[src/source/rv_pkg.sv]
package rv_pkg;

   localparam int XLEN = 32;

   typedef logic [XLEN-1:0] word_t;
   typedef logic [4:0]      reg_idx_t;
   typedef logic [2:0]      funct3_t;
   typedef logic [6:0]      funct7_t;

   // Major opcodes, bits [6:0] of the instruction
   typedef enum logic [6:0] {
      OPC_LUI    = 7'b0110111,
      OPC_AUIPC  = 7'b0010111,
      OPC_JAL    = 7'b1101111,
      OPC_JALR   = 7'b1100111,
      OPC_BRANCH = 7'b1100011,
      OPC_IMM    = 7'b0010011,
      OPC_REG    = 7'b0110011,
      OPC_LOAD   = 7'b0000011,
      OPC_STORE  = 7'b0100011
   } opcode_e;

   typedef enum logic [3:0] {
      ALU_ADD,
      ALU_SUB,
      ALU_SLL,
      ALU_SLT,
      ALU_SLTU,
      ALU_XOR,
      ALU_SRL,
      ALU_SRA,
      ALU_OR,
      ALU_AND,
      ALU_PASS_B
   } alu_op_e;

   // Same codes as funct3 of the branch instructions
   typedef enum logic [2:0] {
      BR_EQ  = 3'b000,
      BR_NE  = 3'b001,
      BR_LT  = 3'b100,
      BR_GE  = 3'b101,
      BR_LTU = 3'b110,
      BR_GEU = 3'b111
   } branch_e;

   typedef enum logic [2:0] {
      KIND_ALU,
      KIND_AUIPC,
      KIND_BRANCH,
      KIND_JAL,
      KIND_JALR,
      KIND_NOP
   } kind_e;

endpackage

[src/source/rv_stage_if.sv]
`timescale 1ns/100ps

// Decoded instruction and operands from decode to execute
interface dec_if import rv_pkg::*; ();

   logic     valid;
   kind_e    kind;
   alu_op_e  alu_op;
   branch_e  branch;
   reg_idx_t rd;
   logic     wr_en;
   word_t    op_a;
   word_t    op_b;
   word_t    imm;
   word_t    pc;

   modport source (
      output valid, kind, alu_op, branch, rd, wr_en, op_a, op_b, imm, pc
   );

   modport sink (
      input valid, kind, alu_op, branch, rd, wr_en, op_a, op_b, imm, pc
   );

endinterface

// Computed result from execute to write-back
interface res_if import rv_pkg::*; ();

   logic     valid;
   reg_idx_t rd;
   logic     wr_en;
   word_t    result;
   logic     pc_change;
   word_t    new_pc;

   modport source (output valid, rd, wr_en, result, pc_change, new_pc);

   modport sink (input valid, rd, wr_en, result, pc_change, new_pc);

endinterface

[src/source/rv_decode.sv]
`timescale 1ns/100ps

module rv_decode import rv_pkg::*; (
   input  logic     clk,
   input  logic     i_rst_n,
   input  logic     i_req,
   input  word_t    i_inst,
   input  word_t    i_pc,
   input  logic     i_wb_done,
   input  word_t    i_rs1_data,
   input  word_t    i_rs2_data,
   output logic     o_ack,
   output reg_idx_t o_rs1_idx,
   output reg_idx_t o_rs2_idx,
   dec_if.source    o_dec
);

   typedef enum logic [1:0] {IDLE, WAIT_DONE, ACK} state_e;

   state_e   state;
   opcode_e  opcode;
   funct3_t  funct3;
   funct7_t  funct7;
   reg_idx_t rd;
   word_t    imm_i;
   word_t    imm_u;
   word_t    imm_b;
   word_t    imm_j;
   kind_e    kind;
   alu_op_e  alu_op;
   word_t    imm;
   logic     use_imm;
   logic     wr_en;
   logic     accept;

   // funct7[5] selects SUB only for register ops and SRA for both
   function automatic alu_op_e alu_from_funct3(input funct3_t f3, input logic alt,
                                               input logic is_reg);
      alu_op_e op;
      case (f3)
         3'b000:  op = (alt && is_reg) ? ALU_SUB : ALU_ADD;
         3'b001:  op = ALU_SLL;
         3'b010:  op = ALU_SLT;
         3'b011:  op = ALU_SLTU;
         3'b100:  op = ALU_XOR;
         3'b101:  op = alt ? ALU_SRA : ALU_SRL;
         3'b110:  op = ALU_OR;
         default: op = ALU_AND;
      endcase
      return op;
   endfunction

   assign opcode    = opcode_e'(i_inst[6:0]);
   assign rd        = i_inst[11:7];
   assign funct3    = i_inst[14:12];
   assign o_rs1_idx = i_inst[19:15];
   assign o_rs2_idx = i_inst[24:20];
   assign funct7    = i_inst[31:25];

   assign imm_i = {{20{i_inst[31]}}, i_inst[31:20]};
   assign imm_u = {i_inst[31:12], 12'b0};
   assign imm_b = {{19{i_inst[31]}}, i_inst[31], i_inst[7], i_inst[30:25], i_inst[11:8], 1'b0};
   assign imm_j = {{11{i_inst[31]}}, i_inst[31], i_inst[19:12], i_inst[20], i_inst[30:21],
                   1'b0};

   always_comb begin
      kind    = KIND_NOP;
      alu_op  = ALU_ADD;
      imm     = imm_i;
      use_imm = 1'b1;
      wr_en   = 1'b0;
      case (opcode)
         OPC_LUI: begin
            kind   = KIND_ALU;
            alu_op = ALU_PASS_B;
            imm    = imm_u;
            wr_en  = 1'b1;
         end
         OPC_AUIPC: begin
            kind  = KIND_AUIPC;
            imm   = imm_u;
            wr_en = 1'b1;
         end
         OPC_JAL: begin
            kind  = KIND_JAL;
            imm   = imm_j;
            wr_en = 1'b1;
         end
         OPC_JALR: begin
            kind  = KIND_JALR;
            wr_en = 1'b1;
         end
         OPC_BRANCH: begin
            kind    = KIND_BRANCH;
            imm     = imm_b;
            use_imm = 1'b0;
         end
         OPC_IMM: begin
            kind   = KIND_ALU;
            alu_op = alu_from_funct3(funct3, funct7[5], 1'b0);
            wr_en  = 1'b1;
         end
         OPC_REG: begin
            kind    = KIND_ALU;
            alu_op  = alu_from_funct3(funct3, funct7[5], 1'b1);
            use_imm = 1'b0;
            wr_en   = 1'b1;
         end
         OPC_LOAD, OPC_STORE: kind = KIND_NOP;
         default: kind = KIND_NOP;
      endcase
      // x0 destination never writes
      if (rd == '0) begin
         wr_en = 1'b0;
      end
   end

   assign accept = (state == IDLE) && i_req;
   assign o_ack  = (state == ACK);

   always_ff @(posedge clk or negedge i_rst_n) begin
      if (!i_rst_n) begin
         state       <= IDLE;
         o_dec.valid <= 1'b0;
      end else begin
         o_dec.valid <= accept;
         case (state)
            IDLE:      if (i_req) state <= WAIT_DONE;
            WAIT_DONE: if (i_wb_done) state <= ACK;
            ACK:       if (!i_req) state <= IDLE;
            default:   state <= IDLE;
         endcase
      end
   end

   always_ff @(posedge clk) begin
      if (accept) begin
         o_dec.kind   <= kind;
         o_dec.alu_op <= alu_op;
         o_dec.branch <= branch_e'(funct3);
         o_dec.rd     <= rd;
         o_dec.wr_en  <= wr_en;
         o_dec.op_a   <= i_rs1_data;
         o_dec.op_b   <= use_imm ? imm : i_rs2_data;
         o_dec.imm    <= imm;
         o_dec.pc     <= i_pc;
      end
   end

endmodule

[src/source/rv_regfile.sv]
`timescale 1ns/100ps

module rv_regfile import rv_pkg::*; #(
   parameter int NUM_REGS = 32
) (
   input  logic     clk,
   input  logic     i_rst_n,
   input  reg_idx_t i_rs1_idx,
   input  reg_idx_t i_rs2_idx,
   input  logic     i_wr_en,
   input  reg_idx_t i_wr_idx,
   input  word_t    i_wr_data,
   output word_t    o_rs1_data,
   output word_t    o_rs2_data,
   output word_t    o_regs [NUM_REGS]
);

   localparam int IDX_W = $clog2(NUM_REGS);

   word_t regs [NUM_REGS];

   // Entry 0 is cleared by reset and never written
   always_ff @(posedge clk or negedge i_rst_n) begin
      if (!i_rst_n) begin
         for (int i = 0; i < NUM_REGS; i++) begin
            regs[i] <= '0;
         end
      end else if (i_wr_en && i_wr_idx != '0 && i_wr_idx < NUM_REGS) begin
         regs[i_wr_idx[IDX_W-1:0]] <= i_wr_data;
      end
   end

   // Indices past an RV32E file read as zero
   assign o_rs1_data = (i_rs1_idx < NUM_REGS) ? regs[i_rs1_idx[IDX_W-1:0]] : '0;
   assign o_rs2_data = (i_rs2_idx < NUM_REGS) ? regs[i_rs2_idx[IDX_W-1:0]] : '0;
   assign o_regs     = regs;

endmodule

[src/source/rv_execute.sv]
`timescale 1ns/100ps

module rv_execute import rv_pkg::*; (
   input logic   clk,
   input logic   i_rst_n,
   dec_if.sink   i_dec,
   res_if.source o_res
);

   logic [4:0] shamt;
   logic       eq;
   logic       lt_s;
   logic       lt_u;
   logic       taken;
   word_t      alu_out;
   word_t      pc_plus_imm;
   word_t      link;
   word_t      jalr_target;
   word_t      result;
   logic       pc_change;
   word_t      new_pc;

   assign shamt = i_dec.op_b[4:0];
   assign eq    = (i_dec.op_a == i_dec.op_b);
   assign lt_s  = ($signed(i_dec.op_a) < $signed(i_dec.op_b));
   assign lt_u  = (i_dec.op_a < i_dec.op_b);

   always_comb begin
      case (i_dec.alu_op)
         ALU_ADD:    alu_out = i_dec.op_a + i_dec.op_b;
         ALU_SUB:    alu_out = i_dec.op_a - i_dec.op_b;
         ALU_SLL:    alu_out = i_dec.op_a << shamt;
         ALU_SLT:    alu_out = word_t'(lt_s);
         ALU_SLTU:   alu_out = word_t'(lt_u);
         ALU_XOR:    alu_out = i_dec.op_a ^ i_dec.op_b;
         ALU_SRL:    alu_out = i_dec.op_a >> shamt;
         ALU_SRA:    alu_out = word_t'($signed(i_dec.op_a) >>> shamt);
         ALU_OR:     alu_out = i_dec.op_a | i_dec.op_b;
         ALU_AND:    alu_out = i_dec.op_a & i_dec.op_b;
         ALU_PASS_B: alu_out = i_dec.op_b;
         default:    alu_out = '0;
      endcase
   end

   always_comb begin
      case (i_dec.branch)
         BR_EQ:   taken = eq;
         BR_NE:   taken = !eq;
         BR_LT:   taken = lt_s;
         BR_GE:   taken = !lt_s;
         BR_LTU:  taken = lt_u;
         BR_GEU:  taken = !lt_u;
         default: taken = 1'b0;
      endcase
   end

   assign pc_plus_imm = i_dec.pc + i_dec.imm;
   assign link        = i_dec.pc + 32'd4;
   assign jalr_target = (i_dec.op_a + i_dec.imm) & ~word_t'(1);

   // Without a PC change the reported target is the next sequential PC
   always_comb begin
      result    = alu_out;
      pc_change = 1'b0;
      new_pc    = link;
      case (i_dec.kind)
         KIND_AUIPC: result = pc_plus_imm;
         KIND_BRANCH: begin
            pc_change = taken;
            if (taken) begin
               new_pc = pc_plus_imm;
            end
         end
         KIND_JAL: begin
            result    = link;
            pc_change = 1'b1;
            new_pc    = pc_plus_imm;
         end
         KIND_JALR: begin
            result    = link;
            pc_change = 1'b1;
            new_pc    = jalr_target;
         end
         default: result = alu_out;
      endcase
   end

   always_ff @(posedge clk or negedge i_rst_n) begin
      if (!i_rst_n) begin
         o_res.valid <= 1'b0;
      end else begin
         o_res.valid <= i_dec.valid;
      end
   end

   always_ff @(posedge clk) begin
      if (i_dec.valid) begin
         o_res.rd        <= i_dec.rd;
         o_res.wr_en     <= i_dec.wr_en;
         o_res.result    <= result;
         o_res.pc_change <= pc_change;
         o_res.new_pc    <= new_pc;
      end
   end

endmodule

[src/source/rv_result.sv]
`timescale 1ns/100ps

module rv_result import rv_pkg::*; (
   input  logic     clk,
   input  logic     i_rst_n,
   res_if.sink      i_res,
   output logic     o_wr_en,
   output reg_idx_t o_wr_idx,
   output word_t    o_wr_data,
   output logic     o_pc_change,
   output word_t    o_new_pc,
   output logic     o_wb_done
);

   // Register file takes the write on the same edge the PC outputs update
   assign o_wr_en   = i_res.valid && i_res.wr_en;
   assign o_wr_idx  = i_res.rd;
   assign o_wr_data = i_res.result;

   always_ff @(posedge clk or negedge i_rst_n) begin
      if (!i_rst_n) begin
         o_pc_change <= 1'b0;
         o_new_pc    <= '0;
         o_wb_done   <= 1'b0;
      end else begin
         o_wb_done <= i_res.valid;
         // Held until the next instruction completes
         if (i_res.valid) begin
            o_pc_change <= i_res.pc_change;
            o_new_pc    <= i_res.new_pc;
         end
      end
   end

endmodule

[src/source/rv_exec_top.sv]
`timescale 1ns/100ps

module rv_exec_top import rv_pkg::*; #(
   parameter int NUM_REGS = 32
) (
   input  logic  clk,
   input  logic  i_rst_n,
   input  logic  i_req,
   output logic  o_ack,
   input  word_t i_inst,
   input  word_t i_pc,
   output logic  o_pc_change,
   output word_t o_new_pc,
   output word_t o_regs [NUM_REGS]
);

   reg_idx_t rs1_idx;
   reg_idx_t rs2_idx;
   word_t    rs1_data;
   word_t    rs2_data;
   logic     wr_en;
   reg_idx_t wr_idx;
   word_t    wr_data;
   logic     wb_done;

   dec_if dec_bus ();
   res_if res_bus ();

   rv_decode rv_decode_inst (
      .clk        (clk),
      .i_rst_n    (i_rst_n),
      .i_req      (i_req),
      .i_inst     (i_inst),
      .i_pc       (i_pc),
      .i_wb_done  (wb_done),
      .i_rs1_data (rs1_data),
      .i_rs2_data (rs2_data),
      .o_ack      (o_ack),
      .o_rs1_idx  (rs1_idx),
      .o_rs2_idx  (rs2_idx),
      .o_dec      (dec_bus.source)
   );

   rv_regfile #(
      .NUM_REGS (NUM_REGS)
   ) rv_regfile_inst (
      .clk        (clk),
      .i_rst_n    (i_rst_n),
      .i_rs1_idx  (rs1_idx),
      .i_rs2_idx  (rs2_idx),
      .i_wr_en    (wr_en),
      .i_wr_idx   (wr_idx),
      .i_wr_data  (wr_data),
      .o_rs1_data (rs1_data),
      .o_rs2_data (rs2_data),
      .o_regs     (o_regs)
   );

   rv_execute rv_execute_inst (
      .clk     (clk),
      .i_rst_n (i_rst_n),
      .i_dec   (dec_bus.sink),
      .o_res   (res_bus.source)
   );

   rv_result rv_result_inst (
      .clk         (clk),
      .i_rst_n     (i_rst_n),
      .i_res       (res_bus.sink),
      .o_wr_en     (wr_en),
      .o_wr_idx    (wr_idx),
      .o_wr_data   (wr_data),
      .o_pc_change (o_pc_change),
      .o_new_pc    (o_new_pc),
      .o_wb_done   (wb_done)
   );

endmodule

[config.mk]
export PLATFORM = sky130hd
export DESIGN_NAME = rv_exec_top
export DESIGN_NICKNAME = d
export VERILOG_FILES = /design/src/source/rv_pkg.sv /design/src/source/rv_stage_if.sv /design/src/source/rv_decode.sv /design/src/source/rv_regfile.sv /design/src/source/rv_execute.sv /design/src/source/rv_result.sv /design/src/source/rv_exec_top.sv
export SDC_FILE = /design/constraint.sdc
export NUM_CORES = 2
export LEC_CHECK = 0
export ABC_AREA = 0
export BUFFER_PORTS_ARGS = -buffer_cell sky130_fd_sc_hd__buf_2
export CAP_MARGIN = 25
export CORE_AREA = 2 2 444 446
export CTS_CLUSTER_SIZE = 16
export DETAILED_ROUTE_END_ITERATION = 6
export DIE_AREA = 0 0 446 448
export PLACE_DENSITY_LB_ADDON = 0.08
export SLEW_MARGIN = 20
export SYNTH_ARGS = -nofsm -noshare
export SYNTH_HDL_FRONTEND = slang
export SYNTH_SLANG_ARGS = --single-unit
[constraint.sdc]
create_clock -name clk -period 18.5 [get_ports clk]
set_clock_uncertainty 0.1 [all_clocks]
set_input_delay 0.925 -clock clk [delete_from_list [all_inputs] [get_ports clk]]
set_output_delay 0.925 -clock clk [all_outputs]
set_load 0.01 [all_outputs]
Word level (Yosys, flattened, before mapping)
Index checks and enable logic that the tools add are counted.
{"block": "op_classes", "add_sub_neg": 5, "n_lt_le_gt_ge": 6, "eq_ne": 38, "shifts": 3, "n_mux": 28, "bitwise_logic": 6, "n_reduce_logical": 19}
{"cell": "$bwmux 1024", "n": 1}
{"cell": "$pmux 32 s11", "n": 1}
{"cell": "$bmux 32 s5", "n": 2}
{"cell": "$mux 32", "n": 7}
{"cell": "$demux 32 s5", "n": 1}
{"cell": "$add 32x32->32", "n": 3}
{"cell": "$pmux 32 s3", "n": 1}
{"cell": "$pmux 31 s3", "n": 1}
{"cell": "$lt 32x32->1", "n": 2}
{"cell": "$pmux 32 s2", "n": 1}
{"cell": "$pmux 4 s7", "n": 2}
{"cell": "$add 32x3->32 const B", "n": 1}
{"cell": "$and 32x32->32", "n": 1}
{"cell": "$eq 32x32->1", "n": 1}
{"cell": "$or 32x32->32", "n": 1}
{"cell": "$shl 32x5->32", "n": 1}
{"cell": "$shr 32x5->32", "n": 1}
{"cell": "$sshr 32x5->32", "n": 1}
{"cell": "$sub 32x32->32", "n": 1}
{"cell": "$xor 32x32->32", "n": 1}
{"cell": "$eq 3x3->1 const B", "n": 8}
{"cell": "$eq 7x7->1 const B", "n": 3}
{"cell": "$ge 6x6->1 const B", "n": 3}
{"cell": "$not 5->6", "n": 3}
{"cell": "other kinds (31)", "n": 57}
{"block": "word_totals", "reg_bits": 1277, "input_bits": 67, "out_inout_bits": 1058, "elab_cells": 157}

Logic depth before layout (Yosys ltp)
{"block": "logic_depth", "depth_word": 6, "depth_mapped": 16, "mapped_depth_nobuf": 12}

Cells and area by module
A second synthesis with hierarchy kept.
{"block": "unflattened", "hier_cells": 7136, "hier_area_um2": 78947.0}
{"module": "rv_regfile", "instances": 1, "cells_each": 4601, "area_per_inst_um2": 55931.1, "seq_area_each_um2": 25624.6}
{"module": "rv_execute", "instances": 1, "cells_each": 2112, "area_per_inst_um2": 15808.9, "seq_area_each_um2": 2157.1}
{"module": "rv_decode", "instances": 1, "cells_each": 314, "area_per_inst_um2": 5520.3, "seq_area_each_um2": 4399.2}
{"module": "rv_result", "instances": 1, "cells_each": 109, "area_per_inst_um2": 1686.6, "seq_area_each_um2": 850.8}

Worst setup path after synthesis
Ideal clock, no wire load.
{"block": "synth_path", "path_kind": "in2reg", "start": "input i_req", "end": "register rv_decode_inst.o_dec.valid", "setup_ps": 755, "arrival_ps": 7012, "required_ps": 17645, "setup_slack_ps": 10633, "stages": 2, "path_buffers": 0, "path_cell_list": "nand2b_1 > nor2_1"}
{"block": "synth_between", "elab_chain_len": 1}
{"element": "from (decl)", "line": "rv_exec_top.sv:8", "rtl": "input logic i_req,"}
{"element": "$logic_and 1x1->1", "line": "rv_decode.sv:118", "rtl": "assign accept = (state == IDLE) && i_req;"}
{"element": "net rv_decode_inst.accept", "line": "rv_decode.sv:34", "rtl": "logic accept;"}
{"element": "to (signal assigned)", "line": "rv_decode.sv:126", "rtl": "o_dec.valid <= accept;"}
{"element": "to (decl)", "line": "rv_stage_if.sv:18", "rtl": "output valid, kind, alu_op, branch, rd, wr_en, op_a, op_b, imm, pc"}
The timed path passes the listed nets, and every way through them passes these cells.
A chain may end at the register's enable or synchronous reset.

Worst setup path after layout
{"block": "layout_path", "start": "register rv_decode_inst.o_dec.op_b[2]", "end": "register rv_execute_inst.o_res.new_pc[26], data pin"}
{"block": "layout_between", "elab_chain_len": 5, "word_cells_on_any_way": 9, "classes_between": "order compare (2); eq/ne (1); mux (3); reduce/logical (3)"}
{"element": "from (decl)", "line": "rv_stage_if.sv:18"}
{"element": "from (signal assigned)", "line": "rv_decode.sv:144", "rtl": "o_dec.op_b <= use_imm ? imm : i_rs2_data;"}
{"element": "$lt 32x32->1, or another cell as far along", "line": "rv_execute.sv:26", "rtl": "assign lt_u = (i_dec.op_a < i_dec.op_b);"}
{"element": "$logic_not 1->1 (on tied branches)", "line": "rv_execute.sv:52, rv_execute.sv:48, rv_execute.sv:50"}
{"element": "$pmux 1 s6 (*)", "line": "rv_execute.sv:46", "rtl": "case (i_dec.branch)"}
{"element": "$mux 32 (*)", "line": "rv_execute.sv:70", "rtl": "if (taken) begin"}
{"element": "$pmux 32 s3 (*)", "line": "rv_execute.sv:66", "rtl": "case (i_dec.kind)"}
{"element": "net rv_execute_inst.new_pc[26]", "line": "rv_execute.sv:21", "rtl": "word_t new_pc;"}
{"element": "to (decl)", "line": "rv_stage_if.sv:37", "rtl": "modport source (output valid, rd, wr_en, result, pc_change, new_pc);"}
Mark *: on every way through the listed nets, which the timed path passes. The rest lies on a longest branch.

==> reports/results.tsv <==
stage	metric	value	unit
run_status	outcome	complete, but fails checks	
run_status	violations	DRC	
routing	drc_errors	3	
power	p_int	7.91	mW
layout	fillers	17900	
synth	synthArstFlopShare	83.2	%
power	p_switching	5.92	mW
setup_path	cp_slowest_stage_delay	0.82	ns
worst_hold_path	min_delay_path_depth	1	
power	power	13.8	mW
timing	rsz0062_at_grt	false	
die	die_height	448	um
timing	slew_headroom	24.2	%
setup_path	reg2regPathDepth	12	
setup_path	critPathTopFamily	compound AO/OA/AOI/OAI gates	
die	start_util	39.3	%
timing	fin_crit	5.64	ns
die	die_x	446	um
synth	syn_area	76500	um2
die	dieArea	200000	um2
routing	via_per_inst	6.56	
setup_path	cp-end-kind	flip-flop	
timing	slew_viol_final	0	
global_route	grt_pass1_vias	58800	
setup_path	critPathRequiredTime	18.87	ns
clocking	hold_buffers	1	
global_route	antenna_found_initial	27	
timing	tns	0	ns
power	swShare	42.8	%
clocking	clk_pin_slew	0.07	ns
routing	wire_per_inst	41.9	um
setup_path	worst-path-max-fanout	52	
layout	nets	6849	
synth	synth_cell_types	95	
die	core	195000	um2
clocking	clkSinkCount	1277	
routing	drt_iter0_drc	6561	
setup_path	critPathSlowestCell	o31ai_1	
clocking	cts_tree	yes	
global_route	grt_pass1_wl	525	mm
global_route	grt_overflow	0	
synth	yosysSeqAreaShare	43.2	%
synth	syn_avg_cell_area	13.4	um2
power	ir_worst_vdd	91.7	uV
routing	antenna_left	0	
clocking	clock_latency	0.85	ns
clocking	ctsResizeCount	0	
timing	worst_pin_slew	1.11	ns
routing	firstDrtPassIters	7	
clocking	cts.htree.levels	4	
setup_path	crit_chain	buf_4 > inv_2 > buf_4 > ha_1 > nor3_1 > o31ai_1 > a31oi_1 > nor3_2 > o221ai_4 > a21o_1 > o21ai_2 > o221ai_1	
layout	fin_util	46.3	%
synth	ys_ff_latch	1277	
timing	hold_violations	0	
synth	synth_edf_count	215	
synth	synth-main-ff-cell	dfrtp_1	
power	p_leak	41.8	nW
synth	synth_most_common_cell	mux2_2	
power	combPwrFrac	43.0	%
timing	fmax	177	MHz
synth	netlist_instances	5708	
die	io_pins	1125	
global_route	grt_usage	38.3	%
power	clockPowerShare	22.1	%
routing	via_count	61000	
synth	synth_top_cell_area_share	34.7	%
setup_path	crit_path_frequent_cell	buf_4	
worst_hold_path	hp-class	in2reg	
clocking	post_cts_buffers	0	
timing	finalCritPeriodShare	30.5	%
placement	gp_congestion	1.00	
power	seqPwrFrac	34.9	%
die	num_rows	162	
placement	place_ws	12.81	ns
power	power_density	153	nW/um2
setup_path	path_buf_inv	3	
timing	finalSetupViolations	0	
setup_path	cp.arrival	6.01	ns
clocking	clockBufferDepth	3	
setup_path	startpoint_type	flip-flop	
synth	yosysTopAreaCell	dfrtp_1	
routing	wl	389	mm
synth	ys_top_cells_by_area	dfrtp_1, mux4_2, mux2_2	
layout	areaGrowthSynthToFinish	17.8	%
synth	syn-num-nets	5938	
run	maxCapViolCount	0	
synth	ys_top_cells_by_count	mux2_2, dfrtp_1, mux4_2, clkbuf_1, nand2_1	
setup_path	cp.depth	12	
placement	port_buffers	1124	
setup_path	worstSetupPathType	reg2reg	
placement	dpl.hpwl	287	mm
clocking	cts_buffers	152	
layout	layout-drive-gt1-share	49.7	%
global_route	grt_start_max_net_pins	157	
timing	layout_setup_ws	12.86	ns
clocking	cts-root-buf	clkbuf_16	
synth	yosys_warnings	0	
-- cells by family after synthesis --
group           count (synthesis)  synth area share, %
flops                        1277                 43.2
buf+inv                       668                 3.38
compound gates                882                 7.78
simple gates                  779                 4.88
xor+xnor                       93                 1.06
fa+ha+maj                     163                 2.70
mux                          1846                 37.0
-- layout make-up --
type                       instances  area, um2  share of cell area (%)
antenna                           14       35.0                  0.0389
clock buffer                     222       4320                    4.79
clock inverter                    52        652                   0.723
inverter                         127        477                   0.529
multi-input combinational       3763      41200                    45.7
sequential                      1277      33000                    36.6
tap                             2542       3180                    3.53
timing repair buffer            1298       7280                    8.07
-- worst reg2reg max path, delay by kind of cell (launching register included) --
| kind | cells | cell delay, ns |
|---|---|---|
| simple gates | 2 | 0.96 |
| flops | 1 | 0.37 |
| buf+inv | 3 | 0.90 |
| fa+ha+maj | 1 | 0.45 |
| compound gates | 6 | 2.51 |
-- layout by cell type (no fill, tap or decap), types with 20 or more instances in the layout --
cell type and count:
o21ai_0 138, nor2b_1 25, edfxtp_1 215, nand3_1 57
o21bai_1 24, a211oi_1 44, buf_2 1115, clkinv_2 24
and3_1 27, xnor2_1 64, a21oi_1 216, inv_1 124
o221ai_1 41, buf_8 20, a22oi_1 35, nor3_1 46
nand2b_1 30, xor2_1 29, clkbuf_1 48, o22ai_1 34
mux2_2 1073, o31ai_1 20, buf_4 148, a21o_1 63
nor2_1 202, ha_1 159, nand4_1 24, clkbuf_16 155
nand2_1 225, mux2i_1 93, dfrtp_1 1060, o21a_1 33
a31oi_1 29, o211ai_1 41, mux4_2 680, and2_1 24
-- power groups by stage --
stage	Sequential, mW	Clock [mW]	Combinational, mW
2_1_floorplan	4.77	0	2.90
5_1_grt	4.91	3.20	6.17
4_1_cts	4.82	3.10	5.80
3_3_place_gp	4.87	0	5.69
6_report	4.83	3.06	5.95
3_5_place_dp	4.86	0	5.78
-- state kept, by name, summed over array words and instances, names as in the netlist, 2 cells and up --
name	count
rv_decode_inst.o_dec.op_a	32
rv_regfile_inst.o_regs	1024
rv_decode_inst.o_dec.kind	3
rv_decode_inst.state	2
rv_decode_inst.o_dec.op_b	32
rv_decode_inst.o_dec.alu_op	4
rv_decode_inst.o_dec.branch	3
rv_execute_inst.o_res.result	32
rv_decode_inst.o_dec.imm	32
rv_result_inst.o_new_pc	32
rv_decode_inst.o_dec.pc	32
rv_execute_inst.o_res.new_pc	32
rv_execute_inst.o_res.rd	5
rv_decode_inst.o_dec.rd	5
-- metrics by stage --
stage	std cells	hold slack (ns)	instance area, um2
3_5_place_dp	8997	0.302	85000
2_1_floorplan	5708	0.252	76500
6_report	9295	0.185	90200
4_1_cts	9272	0.143	90000
3_3_place_gp	8983	0.301	84800
5_1_grt	9286	0.156	90100
-- layer usage --
metal | global-route usage [%] | up-vias | routed length [um]
li1 | - | 24000 | -
met1 | 49.5 | 33000 | 151000
met2 | 57.8 | 3238 | 175000
met3 | 10.2 | 786 | 35300
met4 | 22.7 | 14 | 28600
met5 | 0 | - | 103
-- worst paths after layout --
path | slack (ns) | to | from
max reg2reg | 12.86 | rv_execute_inst.o_res.new_pc[26] | rv_decode_inst.o_dec.op_b[2]
max in group asynchronous | 14.01 | rv_regfile_inst.o_regs[171] | i_rst_n
min in group asynchronous | 0.52 | rv_regfile_inst.o_regs[966] | i_rst_n
max | 12.86 | rv_execute_inst.o_res.new_pc[26] | rv_decode_inst.o_dec.op_b[2]
min reg2reg | 0.31 | rv_regfile_inst.o_regs[1009] | rv_regfile_inst.o_regs[1009]
min | 0.18 | rv_decode_inst.o_dec.pc[18] | i_pc[18]
(Power assumes the default switching activity.)
